$ cat src/ooo_config_pkg.sv
`default_nettype none

package ooo_config_pkg;

  // Register file and tag space
  localparam int num_arch_regs = 32;                     // Architectural registers
  localparam int num_tags      = 64;                     // Physical tags
  localparam int tag_width     = 6;                      // log2(num_tags)
  localparam int reg_width     = 5;                      // log2(num_arch_regs)
  localparam int inst_width    = 32;                     // Raw instruction word

  // Free list sizing, upper tags only
  localparam int free_depth    = num_tags - num_arch_regs; // Tags not mapped at reset
  localparam int ptr_width     = 5;                        // log2(free_depth)
  localparam int count_width   = ptr_width + 1;            // Holds 0 to free_depth

  // One reservation station entry per unit
  localparam int num_fu        = 5;

  typedef enum logic [1:0] {
    fu_alu,                                              // Integer ALU
    fu_mult,                                             // Multiplier
    fu_mem,                                              // Load/store
    fu_branch                                            // Branch unit
  } fu_kind_e;

  typedef enum logic [2:0] {
    alu_add,
    alu_sub,
    alu_and,
    alu_or,
    alu_xor,
    alu_sll,                                             // Shift left
    alu_srl,                                             // Shift right
    alu_cmp                                              // Compare
  } alu_func_e;

  // Unit kind of each entry, index 0 first
  localparam fu_kind_e fu_list [num_fu] = '{fu_alu, fu_alu, fu_mult, fu_mem, fu_branch};

endpackage

`default_nettype wire

$ cat src/ooo_types_pkg.sv
`default_nettype none

package ooo_types_pkg;

  import ooo_config_pkg::*;

  typedef logic [tag_width-1:0] tag_t;                   // Physical register tag

  // Source operand as seen by the station
  typedef struct packed {
    tag_t tag;                                           // Producer tag
    logic ready;                                         // Value available
  } operand_t;

  // Instruction offered by the front end
  typedef struct packed {
    logic [inst_width-1:0] inst;                         // Raw encoding
    fu_kind_e              fu;                           // Target unit kind
    alu_func_e             func;                         // Opcode
    logic [reg_width-1:0]  dest_reg;                     // Arch destination
    logic [reg_width-1:0]  src1_reg;                     // Arch source 1
    logic [reg_width-1:0]  src2_reg;                     // Arch source 2
  } dispatch_packet_t;

  // Completion broadcast from the units
  typedef struct packed {
    logic valid;
    tag_t tag;                                           // Tag now complete
  } cdb_t;

  // Stored reservation station entry
  typedef struct packed {
    logic                  busy;                         // Holds an instruction
    logic [inst_width-1:0] inst;
    alu_func_e             func;
    tag_t                  dest_tag;                     // Renamed destination
    operand_t              t1;
    operand_t              t2;
  } rs_entry_t;

  // Issue port toward one functional unit
  typedef struct packed {
    logic                  valid;                        // Issued this cycle
    tag_t                  dest_tag;
    tag_t                  t1_tag;
    tag_t                  t2_tag;
    alu_func_e             func;
    logic [inst_width-1:0] inst;
  } issue_slot_t;

endpackage

`default_nettype wire

$ cat src/free_list.sv
`timescale 1ns/1ps
`default_nettype none

module free_list (
  input  logic                clock,
  input  logic                reset,
  input  logic                pop,                      // Tag taken by dispatch
  input  logic                push,                     // Tag returned by commit
  input  ooo_types_pkg::tag_t push_tag,
  output ooo_types_pkg::tag_t head_tag,                 // Next tag handed out
  output logic                empty
);

  import ooo_config_pkg::*;
  import ooo_types_pkg::*;

  tag_t                   slots [free_depth];           // Circular tag storage
  logic [ptr_width-1:0]   head;                         // Oldest free tag
  logic [ptr_width-1:0]   tail;                         // Next write slot
  logic [count_width-1:0] count;                        // Tags currently held
  logic                   full;
  logic                   do_pop;
  logic                   do_push;

  assign empty    = count == '0;
  assign full     = count == count_width'(free_depth);
  assign head_tag = slots[head];                        // Shown ahead of the pop

  // Pop needs a tag, push needs room unless a pop frees a slot
  assign do_pop  = pop && !empty;
  assign do_push = push && (!full || do_pop);           // Overflow dropped

  always_ff @(posedge clock) begin
    if (reset) begin
      head  <= '0;
      tail  <= '0;                                      // Wraps onto head when full
      count <= count_width'(free_depth);
      for (int i = 0; i < free_depth; i++) begin
        slots[i] <= tag_t'(num_arch_regs + i);          // Upper tags in order
      end
    end else begin
      if (do_pop) begin
        head <= head + 1'b1;                            // Pointer wraps at depth
      end
      if (do_push) begin
        slots[tail] <= push_tag;
        tail        <= tail + 1'b1;
      end
      count <= count + count_width'(do_push) - count_width'(do_pop);
    end
  end

endmodule

`default_nettype wire

$ cat src/issue_stage_top.sv
`timescale 1ns/1ps
`default_nettype none

module issue_stage_top (
  input  logic                                                    clock,
  input  logic                                                    reset,
  input  logic                                                    dispatch_en,
  input  ooo_types_pkg::dispatch_packet_t                         dispatch_packet,
  input  ooo_types_pkg::cdb_t                                     cdb,
  input  logic                                                    release_en,
  input  ooo_types_pkg::tag_t                                     release_tag,
  output logic                                                    dispatch_stall,
  output ooo_types_pkg::issue_slot_t [ooo_config_pkg::num_fu-1:0] issue_slots,
  output ooo_types_pkg::tag_t                                     dispatch_tag
);

  import ooo_types_pkg::*;

  logic     accept;                                     // Dispatch taken this edge
  logic     rs_hazard;
  logic     free_empty;
  operand_t src1;                                       // Renamed source 1
  operand_t src2;                                       // Renamed source 2

  // Stall on a full station kind or no free tag
  assign dispatch_stall = rs_hazard || free_empty;
  assign accept         = dispatch_en && !dispatch_stall;

  free_list free_list_inst (
    .clock    (clock),
    .reset    (reset),
    .pop      (accept),
    .push     (release_en),
    .push_tag (release_tag),
    .head_tag (dispatch_tag),                           // Tag the dispatch receives
    .empty    (free_empty)
  );

  map_table map_table_inst (
    .clock     (clock),
    .reset     (reset),
    .write_en  (accept),
    .write_reg (dispatch_packet.dest_reg),
    .write_tag (dispatch_tag),
    .src1_reg  (dispatch_packet.src1_reg),
    .src2_reg  (dispatch_packet.src2_reg),
    .cdb       (cdb),
    .src1      (src1),
    .src2      (src2)
  );

  reservation_station reservation_station_inst (
    .clock         (clock),
    .reset         (reset),
    .dispatch_en   (accept),                            // Gated by the stall
    .dispatch_fu   (dispatch_packet.fu),
    .dispatch_func (dispatch_packet.func),
    .dispatch_inst (dispatch_packet.inst),
    .dispatch_tag  (dispatch_tag),
    .dispatch_t1   (src1),
    .dispatch_t2   (src2),
    .cdb           (cdb),
    .rs_hazard     (rs_hazard),
    .issue_slots   (issue_slots)
  );

endmodule

`default_nettype wire

$ cat src/map_table.sv
`timescale 1ns/1ps
`default_nettype none

module map_table (
  input  logic                                  clock,
  input  logic                                  reset,
  input  logic                                  write_en,  // Accepted dispatch
  input  logic [ooo_config_pkg::reg_width-1:0]  write_reg, // Arch destination
  input  ooo_types_pkg::tag_t                   write_tag, // Freshly popped tag
  input  logic [ooo_config_pkg::reg_width-1:0]  src1_reg,
  input  logic [ooo_config_pkg::reg_width-1:0]  src2_reg,
  input  ooo_types_pkg::cdb_t                   cdb,
  output ooo_types_pkg::operand_t               src1,
  output ooo_types_pkg::operand_t               src2
);

  import ooo_config_pkg::*;
  import ooo_types_pkg::*;

  operand_t map [num_arch_regs];                        // Current rename of each reg

  // Lookup with same-cycle completion bypass
  function automatic operand_t read_operand(input logic [reg_width-1:0] arch_reg);
    operand_t entry;
    entry = map[arch_reg];
    if (cdb.valid && cdb.tag == entry.tag) begin
      entry.ready = 1'b1;                               // Completing right now
    end
    return entry;
  endfunction

  always_comb begin
    src1 = read_operand(src1_reg);
    src2 = read_operand(src2_reg);
  end

  always_ff @(posedge clock) begin
    for (int i = 0; i < num_arch_regs; i++) begin
      if (reset) begin
        map[i].tag   <= tag_t'(i);                      // Identity mapping
        map[i].ready <= 1'b1;
      end else if (write_en && write_reg == reg_width'(i)) begin
        map[i].tag   <= write_tag;                      // New producer wins over cdb
        map[i].ready <= 1'b0;
      end else if (cdb.valid && cdb.tag == map[i].tag) begin
        map[i].ready <= 1'b1;                           // Producer finished
      end
    end
  end

endmodule

`default_nettype wire

$ cat src/reservation_station.sv
`timescale 1ns/1ps
`default_nettype none

module reservation_station (
  input  logic                                                    clock,
  input  logic                                                    reset,
  input  logic                                                    dispatch_en,
  input  ooo_config_pkg::fu_kind_e                                dispatch_fu,
  input  ooo_config_pkg::alu_func_e                               dispatch_func,
  input  logic [ooo_config_pkg::inst_width-1:0]                   dispatch_inst,
  input  ooo_types_pkg::tag_t                                     dispatch_tag,
  input  ooo_types_pkg::operand_t                                 dispatch_t1,
  input  ooo_types_pkg::operand_t                                 dispatch_t2,
  input  ooo_types_pkg::cdb_t                                     cdb,
  output logic                                                    rs_hazard,
  output ooo_types_pkg::issue_slot_t [ooo_config_pkg::num_fu-1:0] issue_slots
);

  import ooo_config_pkg::*;
  import ooo_types_pkg::*;

  rs_entry_t [num_fu-1:0] entries;                      // One entry per unit
  rs_entry_t [num_fu-1:0] next_entries;
  logic      [num_fu-1:0] t1_hit;                       // Source 1 on cdb now
  logic      [num_fu-1:0] t2_hit;                       // Source 2 on cdb now
  logic      [num_fu-1:0] issue_ready;                  // Both sources ready
  logic      [num_fu-1:0] entry_match;                  // Free and right kind
  logic      [num_fu-1:0] grant;                        // One-hot dispatch target

  // Wakeup and issue, each source only against its own tag
  always_comb begin
    for (int i = 0; i < num_fu; i++) begin
      t1_hit[i]      = cdb.valid && cdb.tag == entries[i].t1.tag;
      t2_hit[i]      = cdb.valid && cdb.tag == entries[i].t2.tag;
      issue_ready[i] = entries[i].busy
                       && (entries[i].t1.ready || t1_hit[i])
                       && (entries[i].t2.ready || t2_hit[i]);
      // Issuing entry counts as free this cycle
      entry_match[i] = (!entries[i].busy || issue_ready[i]) && fu_list[i] == dispatch_fu;
    end
  end

  assign rs_hazard = ~|entry_match;                     // No slot for this kind

  // Lowest-numbered matching entry takes the dispatch
  always_comb begin
    logic found;
    found = 1'b0;
    grant = '0;
    for (int i = 0; i < num_fu; i++) begin
      if (entry_match[i] && !found) begin
        grant[i] = dispatch_en;
        found    = 1'b1;
      end
    end
  end

  // Issue slots read straight from the entries
  always_comb begin
    for (int i = 0; i < num_fu; i++) begin
      issue_slots[i].valid    = issue_ready[i];
      issue_slots[i].dest_tag = entries[i].dest_tag;
      issue_slots[i].t1_tag   = entries[i].t1.tag;
      issue_slots[i].t2_tag   = entries[i].t2.tag;
      issue_slots[i].func     = entries[i].func;
      issue_slots[i].inst     = entries[i].inst;
    end
  end

  // Next state, wakeup then issue then dispatch
  always_comb begin
    next_entries = entries;
    for (int i = 0; i < num_fu; i++) begin
      if (t1_hit[i]) begin
        next_entries[i].t1.ready = 1'b1;
      end
      if (t2_hit[i]) begin
        next_entries[i].t2.ready = 1'b1;
      end
      if (issue_ready[i]) begin
        next_entries[i].busy = 1'b0;                    // Leaves toward the unit
      end
      if (grant[i]) begin
        next_entries[i].busy     = 1'b1;
        next_entries[i].inst     = dispatch_inst;
        next_entries[i].func     = dispatch_func;
        next_entries[i].dest_tag = dispatch_tag;
        next_entries[i].t1       = dispatch_t1;         // Already bypassed upstream
        next_entries[i].t2       = dispatch_t2;
      end
    end
  end

  always_ff @(posedge clock) begin
    if (reset) begin
      for (int i = 0; i < num_fu; i++) begin
        entries[i].busy <= 1'b0;                        // Payload left as is
      end
    end else begin
      entries <= next_entries;
    end
  end

endmodule

`default_nettype wire

$ cat config.mk
export PLATFORM = sky130hd
export DESIGN_NAME = issue_stage_top
export DESIGN_NICKNAME = d
export VERILOG_FILES = /design/src/ooo_config_pkg.sv /design/src/ooo_types_pkg.sv /design/src/free_list.sv /design/src/issue_stage_top.sv /design/src/map_table.sv /design/src/reservation_station.sv
export SDC_FILE = /design/constraint.sdc
export NUM_CORES = 1
export LEC_CHECK = 0
export ABC_AREA = 1
export BUFFER_PORTS_ARGS = -buffer_cell sky130_fd_sc_hd__buf_2
export CAP_MARGIN = 20
export CELL_PAD_IN_SITES_DETAIL_PLACEMENT = 0
export CELL_PAD_IN_SITES_GLOBAL_PLACEMENT = 1
export CORE_ASPECT_RATIO = 1.1
export CORE_MARGIN = 2
export CORE_UTILIZATION = 50
export CTS_BUF_LIST = sky130_fd_sc_hd__clkbuf_2 sky130_fd_sc_hd__clkbuf_4 sky130_fd_sc_hd__clkbuf_8
export CTS_CLUSTER_DIAMETER = 30
export CTS_CLUSTER_SIZE = 25
export DETAILED_ROUTE_END_ITERATION = 16
export PLACE_DENSITY_LB_ADDON = 0.2
export SYNTH_ARGS = -nofsm -noshare
export SYNTH_HDL_FRONTEND = slang
export SYNTH_SLANG_ARGS = --single-unit
$ cat constraint.sdc
create_clock -name clock -period 6.5 [get_ports clock]
set_input_delay 0 -clock clock [delete_from_list [all_inputs] [get_ports clock]]
set_output_delay 0 -clock clock [all_outputs]
set_load 0.05 [all_outputs]
==> impl_metrics.env <==
export IMPL_firstDrtPassIters=6
export IMPL_fmax_mhz=247
export IMPL_finalHoldViolCount=0
export IMPL_drive_above_1_share_pct=17.4
export IMPL_p_leak_nw=15.3
export IMPL_synth_area_um2=37100
export IMPL_period_share_pct=62.4
export IMPL_cap_violations=0
export IMPL_initial_utilization_pct=50.6
export IMPL_use_met1_pct=40.3
export IMPL_ctsLongestPathBuffers=3
export IMPL_die_w_um=264
export IMPL_cp_arrival_ns=4.71
export IMPL_grt_max_degree=125
export IMPL_rsz0062_at_grt="no"
export IMPL_p_int_w=0.00864
export IMPL_crit_path_max_incr_delay_ns=0.55
export IMPL_slowest_stage="dlygate4sd3_1"
export IMPL_reg2reg_slack_ns=2.44
export IMPL_grt_total_usage_pct=30.9
export IMPL_vias=29450
export IMPL_crit_cells=12
export IMPL_slew_headroom_pct=18.7
export IMPL_grt_pass1_wl_um=176000
export IMPL_routed_wl_um=121000
export IMPL_die_y_um=290
export IMPL_crit_path_end_kind="flop"
export IMPL_rr_endpoint="map_table_inst.map[2][2]"
export IMPL_fillers=6390
export IMPL_critPathKind="reg -> reg"
export IMPL_hold_path_class="in -> reg"
export IMPL_htreeDepth=4
export IMPL_drc=0
export IMPL_dp_cells=4635
export IMPL_core_um2=73400
export IMPL_p_sw_w=0.00379
export IMPL_power_density_nw_per_um2=298
export IMPL_gr_usage_met3_pct=6.41
export IMPL_fin_cells=4985
export IMPL_status="finished clean"
export IMPL_critical_path_buf_inv_count=6
export IMPL_start_kind="flop"
export IMPL_avgSynthCellArea_um2=9.76
export IMPL_cpLargestDelayFamily="buffers and inverters"
export IMPL_ant_nets=0
export IMPL_ff_latch_area_um2=21300
export IMPL_nets=4004
export IMPL_yosysWarnings=0
export IMPL_ys_flop_type="edfxtp_1"
export IMPL_cts_tree="built"
export IMPL_p_sw_share_pct=30.5
export IMPL_setup_viol=0
export IMPL_final_common_cell="edfxtp_1"
export IMPL_io_buffer_count=345
export IMPL_routabilityCongestion=0.893
export IMPL_clk_pin_slew_ns=0.06
export IMPL_tns_ns=0
export IMPL_crit_top_cell="inv_1"
export IMPL_routed_via_density=5.91
export IMPL_top_usage_layer="met2"
export IMPL_post_place_ws_ns=1.92
export IMPL_dp_hpwl_um=78000
export IMPL_worst_pin_slew_ns=1.22
export IMPL_rr_worst_depth=12
export IMPL_synthArstFlopShare_pct=0
export IMPL_fp_row_count=104
export IMPL_final_cell_mix="edfxtp_1 (691), nor2_1 (553), nand2_1 (452)"
export IMPL_comb_power_share_pct=15.6
export IMPL_area_delta_synth_final_pct=12.2
export IMPL_cts_sinks=717
export IMPL_post_cts_buffers=0
export IMPL_netlist_instances=3803
export IMPL_multi_input_area_um2=11800
export IMPL_setup_slack_ns=2.44
export IMPL_clkPwrFrac_pct=41.8
export IMPL_io_pins=346
export IMPL_grt_pass1_vias=27838
export IMPL_antenna_found_initial=1
export IMPL_critPathRequiredTime_ns=7.16
export IMPL_fin_util_pct=56.8
export IMPL_cp_max_fo=33
export IMPL_routedWlPerCell_um=24.2
export IMPL_numCtsBuffers=137
export IMPL_cts_root_buf="clkbuf_8"
export IMPL_cp_endpoint="map_table_inst.map[2][2]"
export IMPL_crit_chain="inv_1, buf_4, o21ai_0, o22ai_1, nor2_1, o31ai_1, inv_1, o21ai_1, inv_1, buf_4, nand4_1, dlygate4sd3_1"
export IMPL_first_iter_violations=3691
export IMPL_use_met2_pct=50.4
export IMPL_grt_ovfl_total=0
export IMPL_drv_slew=0
export IMPL_fin_skew_ns=0.0568
export IMPL_dieArea_um2=76500
export IMPL_synth_cell_type_count=51
export IMPL_synth_edff_count=691
export IMPL_power_frac_seq_pct=42.6
export IMPL_ys_seq_area_share_pct=57.3
export IMPL_fin_crit_ns=4.06
export IMPL_ys_seq_elements=717
export IMPL_syn_num_nets=3887
export IMPL_ir_drop_v=0.000182
export IMPL_insertion_delay_ns=0.82
[final cells by class]
class,count,share of cell area [%]
Antenna cell,1,0.00601
Clock buffer,143,4.65
Clock inverter,106,3.12
Inverter,248,2.25
Multi-Input combinational cell,2313,28.4
Sequential cell,717,51.0
Tap cell,954,2.86
Timing Repair Buffer,503,7.68
[logic make-up (layout without fill, tap and decap cells)]
| logic type | count (synthesis) | in the layout | share of synthesized area (%) |
|---|---|---|---|
| AOI/OAI and AO/OA | 825 | 825 | 12.9 |
| and+or+nand+nor | 1400 | 1400 | 16.6 |
| adders and majority gates | 15 | 15 | 0.526 |
| other | 0 | 1 | 0 |
| buffers and inverters | 773 | 1000 | 11.0 |
| DFF | 717 | 717 | 57.3 |
| xor gates and xnor gates | 73 | 73 | 1.72 |
[metrics by stage]
step | cell area, um^2 | hold WS (ns) | power, W
after global placement | 37400 | 0.228 | 0.00725
after global routing | 41700 | 0.0112 | 0.0128
final | 41700 | 0.0392 | 0.0124
after floorplan | 37100 | 0.0989 | 0.00660
after detailed placement | 37400 | 0.243 | 0.00726
after CTS | 41700 | 0.00479 | 0.0125
[how the worst min path moves through the flow]
stage,start,to,slack (ns),cells after the start
2_1_floorplan,dispatch_packet[20],reservation_station_inst.issue_slots[0],0.1,0
3_3_place_gp,dispatch_packet[20],reservation_station_inst.issue_slots[162],0.23,1
3_5_place_dp,dispatch_packet[20],reservation_station_inst.issue_slots[162],0.24,1
4_1_cts,dispatch_packet[34],reservation_station_inst.issue_slots[14],0.005,2
5_1_grt,dispatch_packet[34],reservation_station_inst.issue_slots[14],0.01,2
6_report,dispatch_packet[34],reservation_station_inst.issue_slots[14],0.04,2
[synth_stat cells (19+ instances only)]
cell / count / area, um^2
a2111oi_0: 20 / 175
a21oi_1: 161 / 806
buf_4: 274 / 2060
clkbuf_1: 204 / 766
dfxtp_1: 26 / 521
edfxtp_1: 691 / 20700
inv_1: 233 / 875
nand2_1: 452 / 1700
nand3_1: 279 / 1400
nand3_4: 19 / 333
nand4_1: 48 / 300
nor2_1: 558 / 2090
o211ai_1: 79 / 593
o21ai_0: 404 / 2020
o221ai_1: 44 / 385
o22ai_1: 56 / 350
xnor2_1: 32 / 280
xor2_1: 41 / 359
[per-layer routing]
layer	vias to the layer above	share of wire [%]	wire [um]
met5	-	0	0
met4	0	3.7	4520
met3	275	9.2	11100
met2	1624	47	57000
met1	14191	40	48000
li1	13360	-	-
[state kept, by name (all words and copies together), names as in the netlist, named ones only]
signal,flops
free_list_inst.count,6
free_list_inst.head,5
free_list_inst.slots,192
free_list_inst.tail,5
map_table_inst.map,224
reservation_station_inst.entries,15
reservation_station_inst.issue_slots,265
[timing repair]
action | CTS | global route
endpoints found under the hold margin | 612 | 0
resized for setup | 0 | 0
hold buffers | 99 | 0
[power groups by stage]
stage,Combinational [W],Sequential [W],Clock [W]
after floorplan,0.00124,0.00536,0
after global routing,0.00208,0.00530,0.00546
final,0.00194,0.00530,0.00520
after CTS,0.00192,0.00529,0.00525
after detailed placement,0.00187,0.00539,0
after global placement,0.00186,0.00539,0
Note: power is estimated with default switching activity, not from simulation.
